File: src/hdd_pkg.sv
package hdd_pkg;

    // ------------------------------
    // Widths
    // ------------------------------
    localparam int data_w       = 8;
    localparam int sec_addr_w   = 9;
    localparam int sector_bytes = 512;  // One ProDOS block
    localparam int reg_idx_w    = 4;

    // ------------------------------
    // Register offsets from C0F0
    // ------------------------------
    localparam logic [reg_idx_w-1:0] reg_execute   = 4'h0;  // Read runs the command
    localparam logic [reg_idx_w-1:0] reg_status    = 4'h1;
    localparam logic [reg_idx_w-1:0] reg_command   = 4'h2;
    localparam logic [reg_idx_w-1:0] reg_unit      = 4'h3;
    localparam logic [reg_idx_w-1:0] reg_mem_l     = 4'h4;
    localparam logic [reg_idx_w-1:0] reg_mem_h     = 4'h5;
    localparam logic [reg_idx_w-1:0] reg_block_l   = 4'h6;
    localparam logic [reg_idx_w-1:0] reg_block_h   = 4'h7;
    localparam logic [reg_idx_w-1:0] reg_next_byte = 4'h8;  // Sector byte stream

    // ProDOS command codes
    localparam logic [data_w-1:0] cmd_status = 8'h00;
    localparam logic [data_w-1:0] cmd_read   = 8'h01;
    localparam logic [data_w-1:0] cmd_write  = 8'h02;

    // Status codes as seen at C0F0 and C0F1
    localparam logic [data_w-1:0] sts_ok      = 8'h00;
    localparam logic [data_w-1:0] sts_error   = 8'h01;
    localparam logic [data_w-1:0] sts_busy    = 8'h80;  // Transfer in progress
    localparam logic [data_w-1:0] sts_protect = 8'h2B;

    // Bus value when nothing is being read
    localparam logic [data_w-1:0] idle_data = 8'hFF;

    // Command block as loaded by the driver
    typedef struct packed {
        logic [data_w-1:0]   command;
        logic [data_w-1:0]   unit;
        logic [2*data_w-1:0] mem;    // Host memory buffer address
        logic [2*data_w-1:0] block;  // Block number on the image
    } hdd_cfg_t;

endpackage

File: src/hdd_bus_if.sv
interface hdd_bus_if;

    // Decoded register access, valid for the access clock only
    logic                          rd_stb;
    logic                          wr_stb;
    logic [hdd_pkg::reg_idx_w-1:0] index;
    logic [hdd_pkg::data_w-1:0]    wdata;

    // Address decoder side
    modport decoder (
        output rd_stb,
        output wr_stb,
        output index,
        output wdata
    );

    // Blocks steered by register accesses
    modport target (
        input rd_stb,
        input wr_stb,
        input index,
        input wdata
    );

endinterface

File: src/hdd_byte_stream.sv
module hdd_byte_stream (
    input  logic                           CLK_14M,
    input  logic                           RESET,
    hdd_bus_if.target                      bus,
    input  logic [hdd_pkg::data_w-1:0]     ram_q,
    output logic [hdd_pkg::sec_addr_w-1:0] ram_addr_b,
    output logic                           ram_we_b,
    output logic [hdd_pkg::data_w-1:0]     ram_d_b,
    output logic [hdd_pkg::data_w-1:0]     next_byte,
    output logic                           last_byte
);

    logic [hdd_pkg::sec_addr_w-1:0] ptr;
    logic                           restart;   // READ or WRITE written to C0F2
    logic                           byte_rd;
    logic                           byte_wr;

    assign restart = bus.wr_stb && (bus.index == hdd_pkg::reg_command) &&
                     ((bus.wdata == hdd_pkg::cmd_read) || (bus.wdata == hdd_pkg::cmd_write));
    assign byte_rd = bus.rd_stb && (bus.index == hdd_pkg::reg_next_byte);
    assign byte_wr = bus.wr_stb && (bus.index == hdd_pkg::reg_next_byte);

    assign ram_addr_b = ptr;  // Pointer holds still while a store is pending

    // Pointer moves after a read, or after a store has landed
    always_ff @(posedge CLK_14M) begin
        if (RESET) begin
            ptr       <= '0;
            ram_we_b  <= 1'b0;
            last_byte <= 1'b0;
        end else begin
            ram_we_b  <= byte_wr;
            last_byte <= byte_rd && (ptr == hdd_pkg::sec_addr_w'(hdd_pkg::sector_bytes - 1));
            if (restart)
                ptr <= '0;
            else if (byte_rd || ram_we_b)
                ptr <= ptr + 1'b1;
        end
    end

    // ------------------------------
    // Data paths
    // ------------------------------
    always_ff @(posedge CLK_14M) begin
        if (byte_wr)
            ram_d_b <= bus.wdata;
        next_byte <= ram_q;  // Second stage after the buffer read
    end

endmodule

File: src/flat_wrapper.sv
// flat-port wrapper written by rule: the top's interface ports become plain ports
module hdd_byte_stream_flat 
  (CLK_14M, RESET, ram_q, ram_addr_b, ram_we_b, ram_d_b, next_byte, last_byte, bus_rd_stb, bus_wr_stb, bus_index, bus_wdata);
  hdd_bus_if bus_i ();
  input  logic CLK_14M;
  input  logic RESET;
  input  logic [hdd_pkg::data_w-1:0] ram_q;
  output logic [hdd_pkg::sec_addr_w-1:0] ram_addr_b;
  output logic ram_we_b;
  output logic [hdd_pkg::data_w-1:0] ram_d_b;
  output logic [hdd_pkg::data_w-1:0] next_byte;
  output logic last_byte;
  input wire logic [$bits(bus_i.rd_stb)-1:0] bus_rd_stb;
  input wire logic [$bits(bus_i.wr_stb)-1:0] bus_wr_stb;
  input wire logic [$bits(bus_i.index)-1:0] bus_index;
  input wire logic [$bits(bus_i.wdata)-1:0] bus_wdata;
  assign bus_i.rd_stb = bus_rd_stb;
  assign bus_i.wr_stb = bus_wr_stb;
  assign bus_i.index = bus_index;
  assign bus_i.wdata = bus_wdata;
  hdd_byte_stream u_core (.CLK_14M(CLK_14M), .RESET(RESET), .bus(bus_i), .ram_q(ram_q), .ram_addr_b(ram_addr_b), .ram_we_b(ram_we_b), .ram_d_b(ram_d_b), .next_byte(next_byte), .last_byte(last_byte));
endmodule
File: config.mk
export PLATFORM = sky130hd
export DESIGN_NAME = hdd_byte_stream_flat
export DESIGN_NICKNAME = d
export VERILOG_FILES = /design/src/hdd_pkg.sv /design/src/hdd_bus_if.sv /design/src/hdd_byte_stream.sv /design/src/flat_wrapper.sv
export SDC_FILE = /design/constraint.sdc
export NUM_CORES = 1
export LEC_CHECK = 0
export CORE_MARGIN = 10
export CORE_UTILIZATION = 30
export DETAILED_ROUTE_END_ITERATION = 8
export DONT_BUFFER_PORTS = 1
export GPL_TIMING_DRIVEN = 0
export SKIP_CTS_REPAIR_TIMING = 1
export SYNTH_ARGS = -nofsm -noshare
export SYNTH_HDL_FRONTEND = slang
export SYNTH_SLANG_ARGS = --single-unit
File: constraint.sdc
create_clock -name CLK_14M -period 1.9 [get_ports CLK_14M]
set_input_delay 0.38 -clock CLK_14M [delete_from_list [all_inputs] [get_ports CLK_14M]]
set_output_delay 0.38 -clock CLK_14M [all_outputs]
set_load 0.02 [all_outputs]
* Yosys cells after proc, flatten, opt, wreduce, memory -nomap -nowiden
Index checks and enable logic that the tools add are counted.
Word-level totals: register bits after elaboration 27, input bits 24, output and inout port bits 27, word-level logic and storage cells 19
Operators by class: add/subtract/negate cells 1, equality and inequality tests 5, reductions and logical operators 8
Operators by type and width (count):
- $add 9x1->9 const B | 1
- $eq 9x9->1 const B | 1
- $eq 8x1->1 const B | 1
- $eq 8x2->1 const B | 1
- $logic_and 1x1->1 | 5
- $eq 4x2->1 const B | 1
- $eq 4x4->1 const B | 1
- $logic_or 1x1->1 | 2
- $reduce_or 2->1 | 1

* Longest topological paths before layout
Gate-level depths: netlist of run 1.
depth after elaboration 4, depth in mapped cells 6, mapped depth without buffers 6

* Worst setup path after synthesis of run 1
Ideal clock, no wire load.
path kind register -> register, from reg u_core.ptr, in the netlist u_core.ram_addr_b[2], to reg u_core.ptr, in the netlist u_core.ram_addr_b[7], library setup time 66 ps, data arrival time 1487 ps, slack 347 ps, stages on the path, launching flop included 5, period minus slack after synthesis 1553 ps, cell sequence dfxtp_1 > and4_1 > nand2_1 > or4_4 > a21oi_2
Between the ends: cells in the longest elaborated chain, start to end 1
Ends and longest elaborated chain:
- start, declared | RTL line hdd_byte_stream.sv:13 | logic [hdd_pkg::sec_addr_w-1:0] ptr;
- start signal, assigned | RTL line hdd_byte_stream.sv:37 | ptr <= ptr + 1'b1;
- $add 9x1->9 | RTL line hdd_byte_stream.sv:37
No other way between the ends. A chain may end at the register's enable or synchronous reset.

* Worst setup path in the final report of run 1
Ends and elaborated chain as after synthesis.

==> results_dict.tcl, run 1 <==
set metrics [dict create \
    fin_crit_sh 0.912 \
    grt_first_pass_wirelength_um 3820 \
    yosys_register_bits 27 \
    drcViolationCount 0 \
    timing.hold.ws_ps 72.8 \
    synth_commonest_cells "dfxtp_1, edfxtp_1, nor2_1" \
    grt_usage 0.0800 \
    synth_cell_types 33 \
    slowest_delay_ps 630 \
    core_area_um2 3100 \
    cap_violations 0 \
    p_per_area_nw_per_um2 832 \
    syn-instance-count 81 \
    grt_max_degree 15 \
    clkTransAtPathRegs_ps 140 \
    combPwrFrac 0.024 \
    fmax_ghz 0.577 \
    area_growth_pct 8.25 \
    synthFlopType "dfxtp_1" \
    power.internal_mw 0.699 \
    cts_sinks 27 \
    nets 112 \
    grt_antenna_before_repair 0 \
    gp_congestion 0.738 \
    yosysMostFrequentCell "dfxtp_1" \
    pwr-share-seq 0.710 \
    worst_pin_slew_ps 456 \
    dieWidth_um 77.3 \
    synth_top_area_frac 0.386 \
    cts_made_buffers 3 \
    final_util 0.344 \
    ios 51 \
    swShare 0.213 \
    first_pass_iters 4 \
    irDropWorstVdd_uv 380 \
    endpoint_kind "flip-flop" \
    p_switching_mw 0.189 \
    die_h_um 77.3 \
    gr-total-overflow 0 \
    htree_levels 1 \
    clkLatencyLatePin_ps 320 \
    place_area_um2 1040 \
    start_util 0.318 \
    setup_tns_ps 0 \
    ys_seq_area_frac 0.629 \
    via_count 656 \
    clock_skew_ps 13.9 \
    slew_violations 0 \
    grt_pass1_vias 738 \
    n_antenna_cell 0 \
    relSlewSlack 0.696 \
    arrival_ps 2000 \
    syn_nets 107 \
    wl_per_cell_um 18.7 \
    crit_fanout 9 \
    hold_path.class "in -> reg" \
    cp.required_ps 2170 \
    antenna_left 0 \
    syn_avg_cell_area_um2 12.2 \
    synthArstFlopShare 0 \
    crit_type "reg -> reg" \
    hold_start "ram_q[1]" \
    setup_violations 0 \
    rsz0062_at_grt "no" \
    cts_root_buffer "clkbuf_4" \
    slowest_stage "dfxtp_1" \
    start_kind "flip-flop" \
    cp_cell_sequence "and4_1 -> nand2_1 -> or4_4 -> a21oi_2" \
    drt_iter0_drc 13 \
    ys_top_cells_by_area "dfxtp_1, edfxtp_1, nor2_1, ha_1, o31ai_1" \
    clockBufferDepth 2 \
    layout-drive-gt1-share 0.118 \
    syn_area_um2 986 \
    dieArea_um2 5980 \
    cts_tree "built" \
    stdcell_area_um2 1070 \
    avgViaCountPerCell 5.09 \
    power.leakage_nw 0.374 \
    finalHoldViolCount 0 \
    crit_path_start "u_core.ram_addr_b[2]" \
    p_clk_frac 0.267 \
    synth-edff-count 8 \
    synth_top_area_cell "dfxtp_1" \
    routed_wl_um 2410 \
    synth.yosys.warnings 0 \
    rows 20 \
    power_mw 0.888 \
    port_buffers 0 \
    place_hpwl_um 1940 \
    outcome "finished clean" \
    rr_startpoint "u_core.ram_addr_b[2]" \
    period_needed_ps 1730 \
]
[area by class of cell]
cell class	instances	area [µm²]
Buffer	2	18.8
Clock buffer	4	26.3
Fill cell	335	2040
Inverter	2	7.51
Multi-Input combinational cell	50	339
Sequential cell	27	621
Tap cell	44	55.1
[cell families (layout without fill, tap and decap cells)]
logic type / after synthesis / in the layout / synth area share
xor gates and xnor gates: 4 / 4 / 0.0355
adders and majority gates: 2 / 2 / 0.0254
muxes: 2 / 2 / 0.0203
DFF: 27 / 27 / 0.629
and+or+nand+nor: 30 / 30 / 0.184
buffers and inverters: 4 / 8 / 0.0267
AOI/OAI and AO/OA: 12 / 12 / 0.0787
[per-stage QoR]
step / instances / worst slack [ps]
6_report: 129 / 166
5_1_grt: 129 / 78.3
4_1_cts: 129 / 157
3_5_place_dp: 125 / 196
3_3_place_gp: 125 / 225
2_1_floorplan: 81 / 347
[critical path, delay by kind of cell, from the launching register on]
family,cells,cell delay (ps)
and+or+nand+nor,3,920
DFF,1,630
AOI/OAI and AO/OA,1,130
[sequential cells by signal, summed over array words and instances (netlist names)]
register and flops:
u_core.last_byte 1, u_core.ram_d_b 8, u_core.next_byte 8, u_core.ram_addr_b 9
u_core.ram_we_b 1
[per-layer routing]
layer	global-route usage	up-vias	share of wire
li1	-	310	-
met1	0.0819	301	0.39
met2	0.112	43	0.40
met3	0.0769	2	0.20
met4	0.0274	0	0.0058
met5	0	-	0
[power groups by stage]
stage | clock (mW) | sequential (mW) | combinational [mW]
after floorplan | 0 | 0.640 | 0.0172
after detailed placement | 0 | 0.643 | 0.0212
after CTS | 0.250 | 0.631 | 0.0214
after global placement | 0 | 0.644 | 0.0207
final | 0.237 | 0.630 | 0.0210
after global routing | 0.275 | 0.632 | 0.0234
[worst paths after layout]
kind	to	cells after the start	slack, ps
setup / recovery	u_core.ram_addr_b[7]	4	170
hold / removal	u_core.next_byte[1]	0	70
setup reg to reg	u_core.ram_addr_b[7]	4	170
hold reg to reg	u_core.ram_addr_b[6]	2	620
[cell usage in the layout (no fill, tap or decap), types with 2 or more instances in the layout]
master and n:
o31ai_1 3, inv_1 2, mux2i_1 2, ha_1 2, o21ai_0 3, edfxtp_1 8, xor2_1 2, nand2_1 4
nand4_1 3, clkbuf_4 3, a21oi_1 3, nor2_1 8, xnor2_1 2, dfxtp_1 19
(Power assumes the default switching activity.)
==> run 2: changes to the inputs <==
--- a/config.mk
+++ b/config.mk
@@ -5,8 +5,10 @@
 export SDC_FILE = /design/constraint.sdc
 export NUM_CORES = 1
 export LEC_CHECK = 0
+export ABC_AREA = 1
 export CORE_MARGIN = 10
 export CORE_UTILIZATION = 30
+export CTS_BUF_LIST = sky130_fd_sc_hd__clkbuf_2
 export DETAILED_ROUTE_END_ITERATION = 8
 export DONT_BUFFER_PORTS = 1
 export GPL_TIMING_DRIVEN = 0
==> run 2 against run 1 <==
Net effect: clock power shrank 12%; critical endpoint is now u_core.ram_addr_b[8]; sequential share of layout area shrank 7.7 points; critical path type unchanged; non-clock buffer count grew 7; total power shrank 0.90%; area after synthesis grew 8.9%; worst setup slack gained 37 ps; critical path depth grew 2.
==> results_dict.tcl, run 2 <==
set metrics [dict create \
    outcome "finished clean" \
    combPwrFrac 0.045 \
    n_antenna_cell 0 \
    crit_type "reg -> reg" \
    worst_pin_slew_ps 602 \
    slew_violations 0 \
    period_needed_ps 1700 \
    syn_nets 136 \
    area_growth_pct 14.7 \
    dieWidth_um 79.8 \
    routed_wl_um 2510 \
    wl_per_cell_um 14.9 \
    clkLatencyLatePin_ps 340 \
    grt_antenna_before_repair 0 \
    antenna_left 0 \
    synthFlopType "dfxtp_1" \
    grt_first_pass_wirelength_um 3720 \
    syn_avg_cell_area_um2 9.76 \
    arrival_ps 1960 \
    start_kind "flip-flop" \
    synth_top_area_frac 0.354 \
    finalHoldViolCount 0 \
    cap_violations 0 \
    syn-instance-count 110 \
    die_h_um 79.8 \
    swShare 0.232 \
    start_util 0.317 \
    power.leakage_nw 0.422 \
    p_switching_mw 0.204 \
    avgViaCountPerCell 4.52 \
    fin_crit_sh 0.893 \
    nets 149 \
    p_per_area_nw_per_um2 714 \
    setup_tns_ps 0 \
    ios 51 \
    largest_reg_flops 9 \
    hold_path.class "in -> reg" \
    final_cell_mix "nand2_1, dfxtp_1, nor2_1" \
    cp.required_ps 2170 \
    synth_cell_types 20 \
    gp_congestion 0.727 \
    synthArstFlopShare 0 \
    crit_fanout 5 \
    clockBufferDepth 2 \
    place_hpwl_um 2040 \
    rsz0062_at_grt "no" \
    pwr-share-seq 0.717 \
    cts_tree "built" \
    drcViolationCount 0 \
    synth_commonest_cells "nand2_1, dfxtp_1, nor2_1" \
    final_common_cell "nand2_1" \
    p_clk_frac 0.238 \
    irDropWorstVdd_uv 260 \
    setup_violations 0 \
    rows 21 \
    cts_sinks 27 \
    final_util 0.363 \
    ys_top_cells_by_area "dfxtp_1, edfxtp_1, nand2_1, a21oi_2, nand3_1" \
    fmax_ghz 0.589 \
    grt_pass1_vias 778 \
    gr-total-overflow 0 \
    grt_usage 0.0747 \
    clkTransAtPathRegs_ps 240 \
    syn_area_um2 1070 \
    yosysMostFrequentCell "nand2_1" \
    htree_levels 1 \
    via_count 759 \
    synth-edff-count 8 \
    dieArea_um2 6370 \
    ys_seq_area_frac 0.578 \
    core_area_um2 3390 \
    cts_made_buffers 3 \
    first_pass_iters 4 \
    endpoint_kind "flip-flop" \
    port_buffers 0 \
    power.internal_mw 0.676 \
    clock_skew_ps 3.48 \
    synth.yosys.warnings 0 \
    yosys_register_bits 27 \
    cts_root_buffer "clkbuf_2" \
    relSlewSlack 0.597 \
    grt_max_degree 16 \
    layout-drive-gt1-share 0.197 \
    drt_iter0_drc 13 \
    synth_top_area_cell "dfxtp_1" \
]
==> run 2: cell count changes after synthesis, moves of 4 or more <==
cell	delta
nand2_1	+18
nand3_1	+10
a21oi_2	+7
nand2_2	+6
nor2_1	+6
inv_1	+4
==> run 2: metal layers <==
layer / global-route usage / part of all wire / up-vias
li1: - / - / 380
met1: 0.0716 / 0.41 / 341
met2: 0.119 / 0.42 / 36
met3: 0.0597 / 0.17 / 2
met4: 0.0264 / 0.0068 / 0
met5: 0 / 0 / -
==> run 2: path summary, 6_finish.rpt <==
path | startpoint | to | slack (ps) | depth (start not counted)
worst max-delay path | u_core.ram_addr_b[0] | u_core.ram_addr_b[8] | 200 | 6
worst min-delay path | RESET | u_core.ram_we_b | 70 | 1
worst max register to register | u_core.ram_addr_b[0] | u_core.ram_addr_b[8] | 200 | 6
worst min register to register | u_core.ram_addr_b[0] | u_core.ram_addr_b[0] | 640 | 2
==> run 2: final cells by class <==
cell class,count,area [µm²]
clock buffer,3,15.0
fill,348,2160
sequential,27,621
tap,46,57.6
inverter,9,35.0
buffer,1,11.3
timing repair buffer,8,80.1
clock inverter,1,5.00
multi-input combinational,73,407
==> run 2: stage by stage <==
| stage | std cells | power [mW] | area, µm² | setup slack (ps) | hold slack [ps] |
|---|---|---|---|---|---|
| after floorplan | 110 | 0.663 | 1070 | 352 | 408 |
| after global placement | 156 | 0.669 | 1130 | 214 | 408 |
| after detailed placement | 156 | 0.670 | 1130 | 185 | 408 |
| after CTS | 160 | 0.883 | 1150 | 151 | 0.936 |
| after global routing | 168 | 0.929 | 1230 | 51.9 | 12.3 |
| final | 168 | 0.880 | 1230 | 203 | 67.3 |
==> run 2: critical path: stages, from the launching register on <==
cell and delay (ps):
dfxtp_1 570, ha_1 270, nand2_1 110, nor4_1 270, ha_1 280, nand2_1 80
a21oi_2 50
==> run 2: cell families (layout without fill, tap and decap cells) <==
group / count (synthesis) / after routing / share of synthesized area
AOI/OAI and AO/OA: 10 / 10 / 0.0746
xor gates and xnor gates: 4 / 4 / 0.0326
adders and majority gates: 2 / 2 / 0.0233
buffers and inverters: 10 / 22 / 0.0431
DFF: 27 / 27 / 0.578
and+or+nand+nor: 57 / 57 / 0.248
==> run 2: power by group through the flow <==
stage	clock network (mW)	registers [mW]	logic (mW)
global placement	0	0.643	0.0264
detailed placement	0	0.643	0.0271
CTS	0.224	0.632	0.0273
global route	0.251	0.633	0.0444
finish	0.209	0.631	0.0394
floorplan	0	0.640	0.0226
==> run 3: changes to the inputs <==
--- a/config.mk
+++ b/config.mk
@@ -13,6 +13,7 @@
 export DONT_BUFFER_PORTS = 1
 export GPL_TIMING_DRIVEN = 0
 export SKIP_CTS_REPAIR_TIMING = 1
+export SKIP_LAST_GASP = 1
 export SYNTH_ARGS = -nofsm -noshare
 export SYNTH_HDL_FRONTEND = slang
 export SYNTH_SLANG_ARGS = --single-unit
==> constraint.sdc (replaced) <==
create_clock -name CLK_14M -period 1.9 [get_ports CLK_14M]
set_input_delay 0.095 -clock CLK_14M [delete_from_list [all_inputs] [get_ports CLK_14M]]
set_output_delay 0.095 -clock CLK_14M [all_outputs]
set_load 0.02 [all_outputs]
==> run 3 against run 2 <==
Net effect: clock power about the same; wire length increased by 4.0%; clock-buffer cell count unchanged; sequential power about the same; sequential cell count unchanged; die area unchanged; clock skew increased by 3.1 ps; core utilization increased by 3.5 points; worst setup slack improved by 2.5 ps; via count increased by 6.3%; register-to-register slack about the same; highest routed layer unchanged.
==> results_dict.tcl, run 3 (same netlist as run 2, synthesis figures left out) <==
set metrics [dict create \
    hold_start "bus_index[3]" \
    routed_wl_um 2610 \
    largest_reg_flops 9 \
    port_buffers 0 \
    final_cell_mix "nand2_1, dlygate4sd3_1, dfxtp_1" \
    period_needed_ps 1690 \
    nets 161 \
    p_clk_frac 0.234 \
    grt_first_pass_wirelength_um 3720 \
    cap_violations 0 \
    slew_violations 0 \
    clockBufferDepth 2 \
    cts_tree "built" \
    grt_pass1_vias 778 \
    clkTransAtPathRegs_ps 240 \
    wl_per_cell_um 14.5 \
    finalWorstSetupSlack_ps 206 \
    grt.busiest_layer "met2" \
    swShare 0.232 \
    clock_skew_ps 6.55 \
    cp.required_ps 2170 \
    rows 21 \
    p_per_area_nw_per_um2 665 \
    dpl_worst_slack_ps 185 \
    arrival_ps 1970 \
    r2r_slack_ps 210 \
    drt_iter0_drc 16 \
    rr_startpoint "u_core.ram_addr_b[0]" \
    start_util 0.317 \
    r2r_end "u_core.ram_addr_b[8]" \
    final_common_cell "nand2_1" \
    gp_congestion 0.727 \
    endpoint_kind "flip-flop" \
    worst_pin_slew_ps 603 \
    grt_antenna_before_repair 0 \
    clkLatencyLatePin_ps 340 \
    p_switching_mw 0.209 \
    area_growth_pct 25.9 \
    dieArea_um2 6370 \
    power.leakage_nw 0.472 \
    start_kind "flip-flop" \
    outcome "finished clean" \
    final_util 0.399 \
    pwr-share-seq 0.702 \
    finalHoldViolCount 0 \
    power_mw 0.898 \
    layoutNonFillerInstCount 180 \
    setup_violations 0 \
    die_h_um 79.8 \
    grt_use_met2 0.119 \
    grt_max_degree 16 \
    crit_type "reg -> reg" \
    layout-drive-gt1-share 0.179 \
    htree_levels 1 \
    crit_fanout 5 \
    ios 51 \
    hold_path.class "in -> reg" \
    n_antenna_cell 0 \
    rsz0062_at_grt "no" \
    fin_crit_sh 0.892 \
    dp.cells 156 \
    use_met1 0.0716 \
    via_count 807 \
    power.internal_mw 0.690 \
    grt_usage 0.0747 \
    dieWidth_um 79.8 \
    antenna_left 0 \
    core_area_um2 3390 \
    setup_tns_ps 0 \
    combPwrFrac 0.064 \
    cts_sinks 27 \
    irDropWorstVdd_uv 260 \
    drcViolationCount 0 \
    cts_made_buffers 3 \
    fmax_ghz 0.590 \
    place_hpwl_um 2040 \
    rr_worst_depth 6 \
    relSlewSlack 0.597 \
    min_to "u_core.ram_addr_b[7]" \
    avgViaCountPerCell 4.48 \
    worstHoldPathCells 3 \
    gr-total-overflow 0 \
    met3_usage 0.0597 \
    cts_root_buffer "clkbuf_2" \
    first_pass_iters 4 \
]
-- run 3: cell types whose count changed in the layout (fill, tap and decap cells not counted) --
| cell | before | now |
|---|---|---|
| dlygate4sd3_1 | 8 | 20 |
-- run 3: worst max-delay path: stages, from the launching register on --
cell,delay (ps)
dfxtp_1,570
ha_1,270
nand2_1,110
nor4_1,270
ha_1,280
nand2_1,80
a21oi_2,50
-- run 3: power by group through the flow --
stage / clock [mW] / combinational, mW / sequential (mW)
floorplan: 0 / 0.0226 / 0.640
global placement: 0 / 0.0264 / 0.643
detailed placement: 0 / 0.0271 / 0.643
CTS: 0.224 / 0.0273 / 0.632
global route: 0.252 / 0.0647 / 0.633
finish: 0.210 / 0.0576 / 0.631
-- run 3: cell type report --
type	instances	area, µm²
clock buffer	3	15.0
multi-input combinational	73	407
buffer	1	11.3
fill	337	2040
timing repair buffer	20	200
clock inverter	1	5.00
tap	46	57.6
sequential	27	621
inverter	9	35.0
-- run 3: per-layer routing --
layer | share of wire | vias up | wire length [µm]
li1 | - | 404 | -
met1 | 0.43 | 363 | 1130
met2 | 0.41 | 38 | 1080
met3 | 0.15 | 2 | 384
met4 | 0.0065 | 0 | 17
met5 | 0 | - | 0
-- run 3: worst max path at each step --
stage | slack (ps) | cells after the start | startpoint | end
3_3_place_gp | 210 | 6 | u_core.ram_addr_b[1] | u_core.ram_addr_b[8]
5_1_grt | 50 | 6 | u_core.ram_addr_b[0] | u_core.ram_addr_b[8]
2_1_floorplan | 350 | 6 | u_core.ram_addr_b[1] | u_core.ram_addr_b[8]
3_5_place_dp | 190 | 6 | u_core.ram_addr_b[0] | u_core.ram_addr_b[8]
4_1_cts | 150 | 6 | u_core.ram_addr_b[0] | u_core.ram_addr_b[8]
6_report | 210 | 6 | u_core.ram_addr_b[0] | u_core.ram_addr_b[8]
-- run 3: through the flow --
| stage | cell area (µm²) | hold slack [ps] |
|---|---|---|
| 4_1_cts | 1150 | -284 |
| 3_5_place_dp | 1130 | 123 |
| 3_3_place_gp | 1130 | 123 |
| 5_1_grt | 1350 | 36.3 |
| 2_1_floorplan | 1070 | 123 |
| 6_report | 1350 | 65.6 |
