### src/hdd_pkg.sv
package hdd_pkg;

    // ------------------------------
    // Widths
    // ------------------------------
    localparam int data_w       = 8;
    localparam int sec_addr_w   = 9;
    localparam int sector_bytes = 512;  // One ProDOS block
    localparam int reg_idx_w    = 4;

    // ------------------------------
    // Register offsets from C0F0
    // ------------------------------
    localparam logic [reg_idx_w-1:0] reg_execute   = 4'h0;  // Read runs the command
    localparam logic [reg_idx_w-1:0] reg_status    = 4'h1;
    localparam logic [reg_idx_w-1:0] reg_command   = 4'h2;
    localparam logic [reg_idx_w-1:0] reg_unit      = 4'h3;
    localparam logic [reg_idx_w-1:0] reg_mem_l     = 4'h4;
    localparam logic [reg_idx_w-1:0] reg_mem_h     = 4'h5;
    localparam logic [reg_idx_w-1:0] reg_block_l   = 4'h6;
    localparam logic [reg_idx_w-1:0] reg_block_h   = 4'h7;
    localparam logic [reg_idx_w-1:0] reg_next_byte = 4'h8;  // Sector byte stream

    // ProDOS command codes
    localparam logic [data_w-1:0] cmd_status = 8'h00;
    localparam logic [data_w-1:0] cmd_read   = 8'h01;
    localparam logic [data_w-1:0] cmd_write  = 8'h02;

    // Status codes as seen at C0F0 and C0F1
    localparam logic [data_w-1:0] sts_ok      = 8'h00;
    localparam logic [data_w-1:0] sts_error   = 8'h01;
    localparam logic [data_w-1:0] sts_busy    = 8'h80;  // Transfer in progress
    localparam logic [data_w-1:0] sts_protect = 8'h2B;

    // Bus value when nothing is being read
    localparam logic [data_w-1:0] idle_data = 8'hFF;

    // Command block as loaded by the driver
    typedef struct packed {
        logic [data_w-1:0]   command;
        logic [data_w-1:0]   unit;
        logic [2*data_w-1:0] mem;    // Host memory buffer address
        logic [2*data_w-1:0] block;  // Block number on the image
    } hdd_cfg_t;

endpackage

### src/hdd_bus_if.sv
interface hdd_bus_if;

    // Decoded register access, valid for the access clock only
    logic                          rd_stb;
    logic                          wr_stb;
    logic [hdd_pkg::reg_idx_w-1:0] index;
    logic [hdd_pkg::data_w-1:0]    wdata;

    // Address decoder side
    modport decoder (
        output rd_stb,
        output wr_stb,
        output index,
        output wdata
    );

    // Blocks steered by register accesses
    modport target (
        input rd_stb,
        input wr_stb,
        input index,
        input wdata
    );

endinterface

### src/hdd_regs.sv
module hdd_regs (
    input  logic                          CLK_14M,
    input  logic                          RESET,
    input  logic                          phi0,
    input  logic                          device_select,
    input  logic                          rd,
    input  logic [hdd_pkg::reg_idx_w-1:0] addr,
    input  logic [hdd_pkg::data_w-1:0]    d_in,
    hdd_bus_if.decoder                    bus,
    output hdd_pkg::hdd_cfg_t             cfg
);

    logic access;

    // ------------------------------
    // Access decode
    // ------------------------------
    assign access = phi0 & device_select;  // One clock per CPU cycle

    assign bus.rd_stb = access & rd;
    assign bus.wr_stb = access & ~rd;
    assign bus.index  = addr;
    assign bus.wdata  = d_in;

    // ------------------------------
    // Command block registers
    // ------------------------------
    always_ff @(posedge CLK_14M) begin
        if (RESET) begin
            cfg <= '0;
        end else if (bus.wr_stb) begin
            case (bus.index)
                hdd_pkg::reg_command: cfg.command     <= bus.wdata;
                hdd_pkg::reg_unit:    cfg.unit        <= bus.wdata;
                hdd_pkg::reg_mem_l:   cfg.mem[7:0]    <= bus.wdata;
                hdd_pkg::reg_mem_h:   cfg.mem[15:8]   <= bus.wdata;
                hdd_pkg::reg_block_l: cfg.block[7:0]  <= bus.wdata;
                hdd_pkg::reg_block_h: cfg.block[15:8] <= bus.wdata;
                // Execute and status are read-only, next byte goes to the buffer
                default: ;
            endcase
        end
    end

    // Buffer read latency is hidden by three idle clocks after each access
    a_access_gap: assert property (
        @(posedge CLK_14M) disable iff (RESET)
        access |=> !access ##1 !access ##1 !access
    );

endmodule

### src/flat_wrapper.sv
// flat-port wrapper written by rule: the top's interface ports become plain ports
module hdd_regs_flat 
  (CLK_14M, RESET, phi0, device_select, rd, addr, d_in, cfg, bus_rd_stb, bus_wr_stb, bus_index, bus_wdata);
  hdd_bus_if bus_i ();
  input  logic CLK_14M;
  input  logic RESET;
  input  logic phi0;
  input  logic device_select;
  input  logic rd;
  input  logic [hdd_pkg::reg_idx_w-1:0] addr;
  input  logic [hdd_pkg::data_w-1:0] d_in;
  output hdd_pkg::hdd_cfg_t cfg;
  output wire logic [$bits(bus_i.rd_stb)-1:0] bus_rd_stb;
  output wire logic [$bits(bus_i.wr_stb)-1:0] bus_wr_stb;
  output wire logic [$bits(bus_i.index)-1:0] bus_index;
  output wire logic [$bits(bus_i.wdata)-1:0] bus_wdata;
  assign bus_rd_stb = bus_i.rd_stb;
  assign bus_wr_stb = bus_i.wr_stb;
  assign bus_index = bus_i.index;
  assign bus_wdata = bus_i.wdata;
  hdd_regs u_core (.CLK_14M(CLK_14M), .RESET(RESET), .phi0(phi0), .device_select(device_select), .rd(rd), .addr(addr), .d_in(d_in), .bus(bus_i), .cfg(cfg));
endmodule
### config.mk
export PLATFORM = sky130hd
export DESIGN_NAME = hdd_regs_flat
export DESIGN_NICKNAME = d
export VERILOG_FILES = /design/src/hdd_pkg.sv /design/src/hdd_bus_if.sv /design/src/hdd_regs.sv /design/src/flat_wrapper.sv
export SDC_FILE = /design/constraint.sdc
export NUM_CORES = 1
export LEC_CHECK = 0
export CAP_MARGIN = 20
export CORE_AREA = 3 3 77 79
export DETAILED_ROUTE_END_ITERATION = 7
export DIE_AREA = 0 0 80 82
export DONT_BUFFER_PORTS = 1
export GPL_ROUTABILITY_DRIVEN = 0
export PLACE_DENSITY = 0.54
export REMOVE_ABC_BUFFERS = 1
export SLEW_MARGIN = 20
export SYNTH_ARGS = -nofsm -noshare
export SYNTH_HDL_FRONTEND = slang
export SYNTH_SLANG_ARGS = --single-unit
### constraint.sdc
create_clock -name CLK_14M -period 1.14 [get_ports CLK_14M]
set_input_delay 0.114 -clock CLK_14M [delete_from_list [all_inputs] [get_ports CLK_14M]]
set_output_delay 0.114 -clock CLK_14M [all_outputs]
set_load 0.05 [all_outputs]
Yosys cells after proc, flatten, opt, wreduce, memory -nomap -nowiden:

Cells that the tools add are included.

* register bits: 48

* equality and inequality tests: 6
* bitwise gates (word level): 4
* reduce and logical (&&, ||, !) cells: 6

Operators by type and width (count)
* equality test 4 x 3 -> 1 bit (second input constant): 4
* AND reduction 2 bit: 6
* equality test 4 x 2 -> 1 bit (second input constant): 2
* bitwise AND 1 bit: 3
* NOT 1 bit: 1

Longest topological paths before layout:

Gate-level depths: netlist (run 1).

* word-level depth: 3
* mapped depth: 5
* mapped depth without buffers: 3

Worst setup path after synthesis (run 1):

No wires, ideal clock.

* kind: input to register
* start point: in rd
* end point: reg, netlist name u_core.cfg[16]
* data arrival time: 950 ps
* setup slack: 118 ps
* stages: 5
* cell sequence: and4bb_1 -> buf_6 -> and3_1 -> buf_6 -> mux2i_1

* cells in the longest elaborated chain, start to end: 3

Ends and longest elaborated chain
* start: declaration: line flat_wrapper.sv:9 `input logic rd;`
* NOT 1 bit: line hdd_regs.sv:21 `assign bus.wr_stb = access & ~rd;`
* bitwise AND 1 bit: line hdd_regs.sv:21
* AND reduction 2 bit (no source line)

Every way passes these cells.
A chain may end at the register's enable or synchronous reset.

==> out/results.md, run 1 <==
| Metric | Reported |
|---|---|
| Status | completed |
| Clock sink total | 48 |
| Fraction of final layout cells sized beyond drive strength 1 | 29.1% |
| Detailed-route vias per instance | 4.71 |
| Final net count | 247 |
| Placed wire-length estimate | 3270 um |
| Reported net switching power | 643 uW |
| Top cells by instance count after synthesis | sky130_fd_sc_hd__nand2b_1 (56), sky130_fd_sc_hd__dfxtp_1 (48), sky130_fd_sc_hd__mux2i_1 (48), sky130_fd_sc_hd__buf_4 (12), sky130_fd_sc_hd__clkbuf_1 (7) |
| Core Box Area | 5410 sq um |
| DR pass1 iterations | 4 |
| GR met1 Demand/Resource | 17.0% |
| Most flop-heavy register | u_core.cfg |
| Cell count along the critical path | 3 |
| Cell Rows | 27 |
| Critical Path Fanout Max | 38 |
| Die span in x | 80 um |
| Class of the tightest hold or removal check | in -> reg |
| Largest net degree at the start of global routing | 39 |
| Sw Ratio | 22.9% |
| Cell chain of the critical path | dlygate4sd3_1 > nand2b_1 > mux2i_1 |
| Hold Slack | 9.91 ps |
| Sequential Power Share | 60.0% |
| Met3 layer usage reported by global route | 4.50% |
| Flip-flop count of the largest register after layout | 48 |
| Maxcap violations | 0 |
| Ratio of final minimum period to clock period | 89.5% |
| Count of cell types in the netlist | 19 |
| Buffers on Ports | 0 |
| TritonCTS Buffers | 5 |
| Met2 demand-to-capacity share in global routing | 25.7% |
| Instance count of the mapped netlist | 190 |
| Number of pins with negative max-slew slack in the final report | 0 |
| Proportion of register bits with asynchronous set or reset after synthesis | 0% |
| Die footprint | 6560 sq um |
| H-tree depth reported by CTS | 2 |
| Clock Path Buffers | 2 |
| Wire length of the first global-routing pass | 7360 um |
| Drc violations | 0 |
| Area share of the largest cell type after synthesis | 45.8% |
| Via count of the first global-routing pass | 1514 |
| Clock Power Share | 34.4% |
| Number of antenna cells inserted | 0 |
| Final count of hold timing violations | 0 |
| Top flip-flop cell by instance count after synthesis | sky130_fd_sc_hd__dfxtp_1 |
| Aggregate global-route resource usage | 14.8% |
| Routed wire per std cell | 15.9 um |
| Register bit count reported by yosys | 48 |
| Worst-case clock skew | 0 ps |
| Critical Path Start | RESET |
| Die H | 82 um |
| HP Start | RESET |
| Startpoint of the most critical register-to-register path | u_core.cfg[27]$_SDFFE_PP0P_ |
| Yosys warning total | 0 |
| Slew @ Worst Pin | 486 ps |
| Global-route layer with the greatest usage | met2 |
| Min-Delay Path Depth | 2 |
| Total chip power | 2810 uW |
| Slew margin rel. | 67.5% |
| Initial Utilization | 38.8% |
| Clock Pin Slew Worst Setup and Hold Paths | 90 ps |
| Type of the worst setup path | in -> reg |
| Power per cell area | 1110 nW/um^2 |
| Buffering stage count on the worst path with inverters included | 1 |
| RSZ-0062 raised after global routing | no |
| Standard cell with the maximum stage delay on the critical path | sky130_fd_sc_hd__dlygate4sd3_1 |
| Synthesis-to-layout area growth | 20.9% |
| Peak supply drop | 0.521 mV |
| Number of cells on the worst reg-to-reg path | 2 |
| Biggest area contributors in the synthesized netlist | sky130_fd_sc_hd__dfxtp_1 (46%), sky130_fd_sc_hd__mux2i_1 (23%), sky130_fd_sc_hd__nand2b_1 (17%) |
| Post-synth EDFFs | 0 |
| Longest individual stage delay on the worst path | 840 ps |
| LEAKAGE | 0.00130 uW |
| Setup Viol. Count Final | 0 |
| Final wirelength | 4820 um |
| Mean cell area of the mapped netlist | 11.0 sq um |
| Gr ovfl total | 0 |
| Number of buffers added for setup after CTS | 0 |
| Clock latency reported for the late side of the worst-skew pair | 290 ps |
| Library cell with the highest instance count after synthesis | sky130_fd_sc_hd__nand2b_1 |
| Highest Clock Rate | 0.981 GHz |
| Family with the most delay on the worst path | buffers and inverters |
| Setup_tns | 0 ps |
| Largest registers | u_core.cfg (48) |
| Post-synthesis cell type with the largest combined area | sky130_fd_sc_hd__dfxtp_1 |
| Antenna violation net count after detailed routing | 0 |
| Vias after detailed routing | 1421 |
| Critical Path AT | 1200 ps |
| Nature of the critical path startpoint | input port |
| Top-level I/O count | 79 |
| Data required time at the worst endpoint | 1320 ps |
| Clock tree from TritonCTS | yes |
| Crit. End Element | flop |
| Initial antenna violation count | 0 |
| Internal | 2170 uW |
| Mapped cell area | 2100 sq um |
| Number of design-rule violations left by the first detailed-router iteration | 61 |
| Sequential fraction of the synthesis area | 45.8% |
| Root cell of the clock tree | sky130_fd_sc_hd__clkbuf_8 |
| Comb pwr share | 5.6% |
| Final period demand of the worst path | 1020 ps |
[logic make-up after synthesis]
logic type             synth area share [%]
multiplexers                           22.9
AND/OR/NAND/NOR                        23.3
flip-flops                             45.8
buffers and inverters                  7.94
[placed cells by master, fill, tap and decap left out, drive strengths merged]
cell and n:
dlygate4sd3 2, buf 55, nand2 2, dfxtp 48
nor3b 1, and4b 1, nand4b 3, mux2i 48
nand3 1, and4bb 1, nor2 2, nand2b 56
clkbuf 5, and3 2, clkinvlp 1, nand4 1
clkinv 1
[final timing paths]
check | slack, ps | to
min | 10 | u_core.cfg[16]$_SDFFE_PP0P_
max | 120 | u_core.cfg[5]$_SDFFE_PP0P_
max reg2reg | 500 | u_core.cfg[27]$_SDFFE_PP0P_
min reg2reg | 480 | u_core.cfg[11]$_SDFFE_PP0P_
[routing by layer]
| metal | part of all wire [%] | vias to the layer above |
|---|---|---|
| met1 | 43 | 680 |
| met3 | 7.1 | 2 |
| met4 | 0.42 | 0 |
| li1 | - | 697 |
| met2 | 49 | 42 |
| met5 | 0 | - |
[cell type report]
type | instances | area (sq um)
fillers | 507 | 2870
multi-input cells | 118 | 970
flip-flops and latches | 48 | 961
repair buffers | 57 | 433
well taps | 72 | 90.1
clock buffers | 5 | 68.8
clock inverters | 2 | 12.5
[power by group through the flow]
stage | Clock [uW] | Combinational [uW] | Sequential, uW
3_3_place_gp | 0 | 141 | 1730
3_5_place_dp | 0 | 144 | 1730
4_1_cts | 991 | 161 | 1690
2_1_floorplan | 0 | 87.9 | 1750
6_report | 966 | 158 | 1690
5_1_grt | 1040 | 168 | 1690
[metrics by stage]
stage          setup slack, ps  instance area, sq um  util, %  std cells
2_1_floorplan             -248                  1930        -        166
3_3_place_gp             -1.36                  2430     45.0        293
3_5_place_dp             -26.8                  2430     45.0        293
4_1_cts                    127                  2530     46.9        302
5_1_grt                   47.2                  2530     46.9        302
6_report                   120                  2530     46.9        302
[worst register-to-register path: stages, from the launching register on]
cell and delay [ps]:
sky130_fd_sc_hd__dfxtp_1 350, sky130_fd_sc_hd__nand2b_1 60, sky130_fd_sc_hd__mux2i_1 150
[what timing repair did]
| item | CTS | global route |
|---|---|---|
| hold buffers | 2 | 0 |
| endpoints found under the hold margin | 14 | 0 |
| endpoints found under the setup margin | 0 | 0 |
| gates resized for setup | 0 | 0 |
Note: power is estimated with default switching activity, not from simulation.
==> inputs of run 2 (changes only) <==
--- a/config.mk
+++ b/config.mk
@@ -6,13 +6,16 @@
 export NUM_CORES = 1
 export LEC_CHECK = 0
 export CAP_MARGIN = 20
-export CORE_AREA = 3 3 77 79
+export CELL_PAD_IN_SITES_DETAIL_PLACEMENT = 0
+export CELL_PAD_IN_SITES_GLOBAL_PLACEMENT = 1
+export CORE_AREA = 2 2 76 78
 export DETAILED_ROUTE_END_ITERATION = 7
-export DIE_AREA = 0 0 80 82
+export DIE_AREA = 0 0 78 80
 export DONT_BUFFER_PORTS = 1
 export GPL_ROUTABILITY_DRIVEN = 0
-export PLACE_DENSITY = 0.54
+export PLACE_DENSITY = 0.67
 export REMOVE_ABC_BUFFERS = 1
+export SETUP_SLACK_MARGIN = 0.4
 export SLEW_MARGIN = 20
 export SYNTH_ARGS = -nofsm -noshare
 export SYNTH_HDL_FRONTEND = slang
==> out/results.md, run 2 (synthesis gave the netlist of run 1 again) <==
| Metric | Reported |
|---|---|
| Status | finished with violations |
| Violations in the final reports | hold timing |
| Slew @ Worst Pin | 484 ps |
| Buffers on Ports | 0 |
| Number of design-rule violations left by the first detailed-router iteration | 44 |
| Clock Path Buffers | 2 |
| Critical Path AT | 810 ps |
| Root cell of the clock tree | sky130_fd_sc_hd__clkbuf_8 |
| Largest net degree at the start of global routing | 57 |
| Flip-flop count of the largest register after layout | 48 |
| Power per cell area | 873 nW/um^2 |
| TritonCTS Buffers | 5 |
| Via count of the first global-routing pass | 1559 |
| Number of cells on the worst reg-to-reg path | 4 |
| Area taken by flip-flops and latches | 1020 sq um |
| Worst-case clock skew | 0 ps |
| Hold Slack | -13.8 ps |
| Setup_tns | 0 ps |
| Slew margin rel. | 67.8% |
| Crit. End Element | output port |
| Clock tree from TritonCTS | yes |
| Most used cells in the layout excluding fill and tap cells | sky130_fd_sc_hd__nand2b_1 (53), sky130_fd_sc_hd__mux2i_1 (48), sky130_fd_sc_hd__dfxtp_2 (47) |
| Clock Pin Slew Worst Setup and Hold Paths | 80 ps |
| Post-Place Cells | 293 |
| FILL cells | 463 |
| LEAKAGE | 0.00154 uW |
| Aggregate global-route resource usage | 16.4% |
| Peak supply drop | 0.678 mV |
| Final wirelength | 5010 um |
| Vias after detailed routing | 1535 |
| Initial antenna violation count | 0 |
| Setup Viol. Count Final | 0 |
| Wire length of the first global-routing pass | 7840 um |
| Detailed-route vias per instance | 4.77 |
| Data required time at the worst endpoint | 1030 ps |
| Type of the worst setup path | reg -> out |
| Worst Setup Slack post-DPL | -31.0 ps |
| Initial Utilization | 38.8% |
| Maxcap violations | 0 |
| Setup slack of the critical path after layout | 215 ps |
| Die span in x | 78 um |
| Highest Clock Rate | 1.08 GHz |
| Cell count along the critical path | 1 |
| Min-Delay Path Depth | 2 |
| Core Box Area | 5410 sq um |
| Fraction of final layout cells sized beyond drive strength 1 | 57.2% |
| Longest individual stage delay on the worst path | 370 ps |
| Standard cell with the maximum stage delay on the critical path | sky130_fd_sc_hd__dfxtp_2 |
| Post-route core utilization | 59.3% |
| Ratio of final minimum period to clock period | 81.1% |
| Buffering stage count on the worst path with inverters included | 1 |
| Placed wire-length estimate | 3140 um |
| Class of the tightest hold or removal check | in -> reg |
| Number of pins with negative max-slew slack in the final report | 0 |
| Family with the most delay on the worst path | flip-flops |
| Final net count | 267 |
| Routed wire per std cell | 15.6 um |
| Synthesis-to-layout area growth | 52.9% |
| Commonest non-fill, non-tap cell in the layout | sky130_fd_sc_hd__nand2b_1 |
| Nature of the critical path startpoint | flop |
| Final period demand of the worst path | 925 ps |
| Die H | 80 um |
| Most flop-heavy register | u_core.cfg |
| Final cell count without fillers | 322 |
| Clock latency reported for the late side of the worst-skew pair | 290 ps |
| Largest registers | u_core.cfg (48) |
| Clock sink total | 48 |
| DR pass1 iterations | 4 |
| Cell chain of the critical path | buf_8 |
| Final count of hold timing violations | 14 |
| RSZ-0062 raised after global routing | yes |
| Number of antenna cells inserted | 0 |
| Die footprint | 6240 sq um |
| Cell Rows | 27 |
| Multi-input combinational cell area | 1030 sq um |
| Top-level I/O count | 79 |
| Antenna violation net count after detailed routing | 0 |
| Critical Path Fanout Max | 2 |
| H-tree depth reported by CTS | 2 |
| Gr ovfl total | 0 |
| Drc violations | 0 |
==> run 2: cell types whose count changed in the layout (fill, tap and decap cells not counted), moves of 2 or more <==
cell	before	now
sky130_fd_sc_hd__buf_8	0	45
sky130_fd_sc_hd__buf_6	0	16
sky130_fd_sc_hd__buf_4	55	15
sky130_fd_sc_hd__nand2b_1	56	53
sky130_fd_sc_hd__dfxtp_1	48	0
sky130_fd_sc_hd__nand2b_4	0	3
sky130_fd_sc_hd__dfxtp_2	0	47
sky130_fd_sc_hd__dlygate4sd3_1	2	0
==> run 2: final timing paths <==
path | startpoint | endpoint | slack, ps
setup / recovery | u_core.cfg[20]$_SDFFE_PP0P_ | cfg[20] | 220
hold / removal | RESET | u_core.cfg[29]$_SDFFE_PP0P_ | -10
setup reg to reg | u_core.cfg[40]$_SDFFE_PP0P_ | u_core.cfg[40]$_SDFFE_PP0P_ | 340
hold reg to reg | u_core.cfg[0]$_SDFFE_PP0P_ | u_core.cfg[0]$_SDFFE_PP0P_ | 490
==> run 2: power breakdown <==
part | total (uW) | leakage, uW | internal [uW] | switching, uW
Clock | 942 | 0.0000410 | 418 | 525
Sequential | 1690 | 0.000412 | 1680 | 6.38
Combinational | 172 | 0.00109 | 88.3 | 83.7
==> run 2: final cells by class <==
cell class	count	area share (%)
Multi-Input combinational cell	118	32.0
Clock buffer	6	2.26
Sequential cell	48	31.9
Tap cell	72	2.81
Timing Repair Buffer	77	30.8
Clock inverter	1	0.156
==> run 2: repair_timing <==
item | CTS | global route
setup buffers | 11 | 11
setup endpoints to repair | 96 | 93
hold endpoints to repair | 38 | 37
pin swaps | 7 | 2
gates resized for setup | 144 | 21
==> run 2: metrics by stage <==
step | total power (uW) | instance area [sq um]
2_1_floorplan | 1840 | 1930
3_3_place_gp | 1870 | 2450
3_5_place_dp | 1870 | 2450
4_1_cts | 2840 | 3040
5_1_grt | 2930 | 3210
6_report | 2800 | 3210
==> run 2: routing by layer <==
layer  share of wire (%)  vias to the layer above  GRT usage [%]
li1                    -                      740              -
met1                  42                      723           19.8
met2                  49                       66           27.1
met3                 8.0                        6           6.90
met4                0.76                        0           4.39
met5                   0                        -              0
==> inputs of run 3 (changes only) <==
--- a/config.mk
+++ b/config.mk
@@ -13,7 +13,7 @@
 export DIE_AREA = 0 0 78 80
 export DONT_BUFFER_PORTS = 1
 export GPL_ROUTABILITY_DRIVEN = 0
-export PLACE_DENSITY = 0.67
+export PLACE_DENSITY = 0.7
 export REMOVE_ABC_BUFFERS = 1
 export SETUP_SLACK_MARGIN = 0.4
 export SLEW_MARGIN = 20
==> constraint.sdc (replaced) <==
create_clock -name CLK_14M -period 0.8 [get_ports CLK_14M]
set_input_delay 0.08 -clock CLK_14M [delete_from_list [all_inputs] [get_ports CLK_14M]]
set_output_delay 0.08 -clock CLK_14M [all_outputs]
set_load 0.05 [all_outputs]
==> out/results.md, run 3 (synthesis gave the netlist of run 1 again) <==
| Metric | Reported |
|---|---|
| Worst-case clock skew | 0 ps |
| Routed wire per std cell | 15.9 um |
| Final net count | 274 |
| DR pass1 iterations | 4 |
| Setup Viol. Count Final | 51 |
| Cell Rows | 27 |
| Final wirelength | 5240 um |
| Hold Slack | -63.2 ps |
| Aggregate global-route resource usage | 17.1% |
| RSZ-0062 raised after global routing | yes |
| Buffering stage count on the worst path with inverters included | 1 |
| Critical Path Fanout Max | 2 |
| Synthesis-to-layout area growth | 64.4% |
| Detailed-route vias per instance | 4.72 |
| Final period demand of the worst path | 907 ps |
| Type of the worst setup path | reg -> out |
| Critical Path AT | 830 ps |
| Ratio of final minimum period to clock period | 113% |
| Die span in x | 78 um |
| Maxcap violations | 0 |
| Family with the most delay on the worst path | flip-flops |
| Multi-input combinational cell area | 1110 sq um |
| Die footprint | 6240 sq um |
| Final count of hold timing violations | 47 |
| Antenna violation net count after detailed routing | 0 |
| Largest registers | u_core.cfg (48) |
| Clock Pin Slew Worst Setup and Hold Paths | 90 ps |
| TritonCTS Buffers | 5 |
| Data required time at the worst endpoint | 720 ps |
| LEAKAGE | 0.00164 uW |
| Most flop-heavy register | u_core.cfg |
| Wire length of the first global-routing pass | 8120 um |
| Initial antenna violation count | 0 |
| Clock sink total | 48 |
| Root cell of the clock tree | sky130_fd_sc_hd__clkbuf_8 |
| Top-level I/O count | 79 |
| Worst Setup Slack post-DPL | -345 ps |
| Largest net degree at the start of global routing | 57 |
| Via count of the first global-routing pass | 1567 |
| Clock tree from TritonCTS | yes |
| Die H | 80 um |
| Cell chain of the critical path | buf_8 |
| Buffers on Ports | 0 |
| Status | finished with violations |
| Clock latency reported for the late side of the worst-skew pair | 310 ps |
| Slew @ Worst Pin | 340 ps |
| FILL cells | 420 |
| Class of the tightest hold or removal check | in -> reg |
| Peak supply drop | 0.815 mV |
| Area taken by flip-flops and latches | 1020 sq um |
| Setup slack of the critical path after layout | -107 ps |
| H-tree depth reported by CTS | 2 |
| Core Box Area | 5410 sq um |
| Power per cell area | 1320 nW/um^2 |
| Violations in the final reports | hold timing, setup timing |
| Standard cell with the maximum stage delay on the critical path | sky130_fd_sc_hd__dfxtp_2 |
| Nature of the critical path startpoint | flop |
| Gr ovfl total | 0 |
| Fraction of final layout cells sized beyond drive strength 1 | 62.8% |
| Drc violations | 0 |
| Final cell count without fillers | 330 |
| Highest Clock Rate | 1.10 GHz |
| Most used cells in the layout excluding fill and tap cells | sky130_fd_sc_hd__nand2b_1 (47), sky130_fd_sc_hd__mux2i_1 (47), sky130_fd_sc_hd__dfxtp_2 (47) |
| Longest individual stage delay on the worst path | 370 ps |
| Number of design-rule violations left by the first detailed-router iteration | 53 |
| Vias after detailed routing | 1557 |
| Post-Place Cells | 295 |
| Initial Utilization | 38.8% |
| Slew margin rel. | 77.3% |
| Number of antenna cells inserted | 0 |
| Number of pins with negative max-slew slack in the final report | 0 |
| Placed wire-length estimate | 3210 um |
| Crit. End Element | output port |
| Flip-flop count of the largest register after layout | 48 |
| Total chip power | 4550 uW |
| Clock Path Buffers | 2 |
-- run 3: cell count changes in the layout (fill, tap and decap cells not counted), moves of 6 or more --
cell                       previous run  this run
sky130_fd_sc_hd__buf_6               16        31
sky130_fd_sc_hd__nand2b_1            53        47
sky130_fd_sc_hd__buf_4               15         7
sky130_fd_sc_hd__nand2b_4             3         9
-- run 3: final cells by class --
cell class	count	area share [%]
clock buffers	6	2.40
well taps	72	2.61
repair buffers	84	31.8
multi-input cells	118	32.3
clock inverters	2	1.13
flip-flops and latches	48	29.7
-- run 3: power breakdown --
part / leakage, uW / total (uW) / switching (uW) / internal (uW)
registers: 0.000412 / 2400 / 9.44 / 2390
logic: 0.00117 / 285 / 127 / 158
clock network: 0.0000614 / 1860 / 836 / 1020
-- run 3: what timing repair did --
item | in CTS | in global routing
endpoints found under the setup margin | 98 | 98
setup buffers | 14 | 13
endpoints found under the hold margin | 48 | 47
resized for setup | 162 | 33
pin swaps | 10 | 1
-- run 3: path summary, 6_finish.rpt --
kind | to | cells past startpoint | startpoint | slack (ps)
worst min register to register | u_core.cfg[5]$_SDFFE_PP0P_ | 2 | u_core.cfg[5]$_SDFFE_PP0P_ | 480
worst max register to register | u_core.cfg[38]$_SDFFE_PP0P_ | 4 | u_core.cfg[38]$_SDFFE_PP0P_ | -10
worst max-delay path | cfg[43] | 1 | u_core.cfg[43]$_SDFFE_PP0P_ | -110
worst min-delay path | u_core.cfg[20]$_SDFFE_PP0P_ | 2 | RESET | -60
-- run 3: routing by layer --
metal	vias to the layer above	global-route usage, %	share of wire (%)
li1	749	-	-
met1	751	19.4	39
met5	-	0	0
met2	49	30.3	53
met4	0	6.84	1.5
met3	8	4.75	6.4
-- run 3: per-stage QoR --
stage | TNS, ps | cell area (sq um) | utilization [%] | hold slack, ps
final | -4400 | 3450 | 63.8 | -63.2
after floorplan | -16320 | 1930 | - | 160
after CTS | -4890 | 3200 | 59.3 | -72.3
after detailed placement | -13500 | 2450 | 45.3 | 160
after global routing | -6070 | 3450 | 63.8 | -73.2
after global placement | -12200 | 2450 | 45.3 | 160
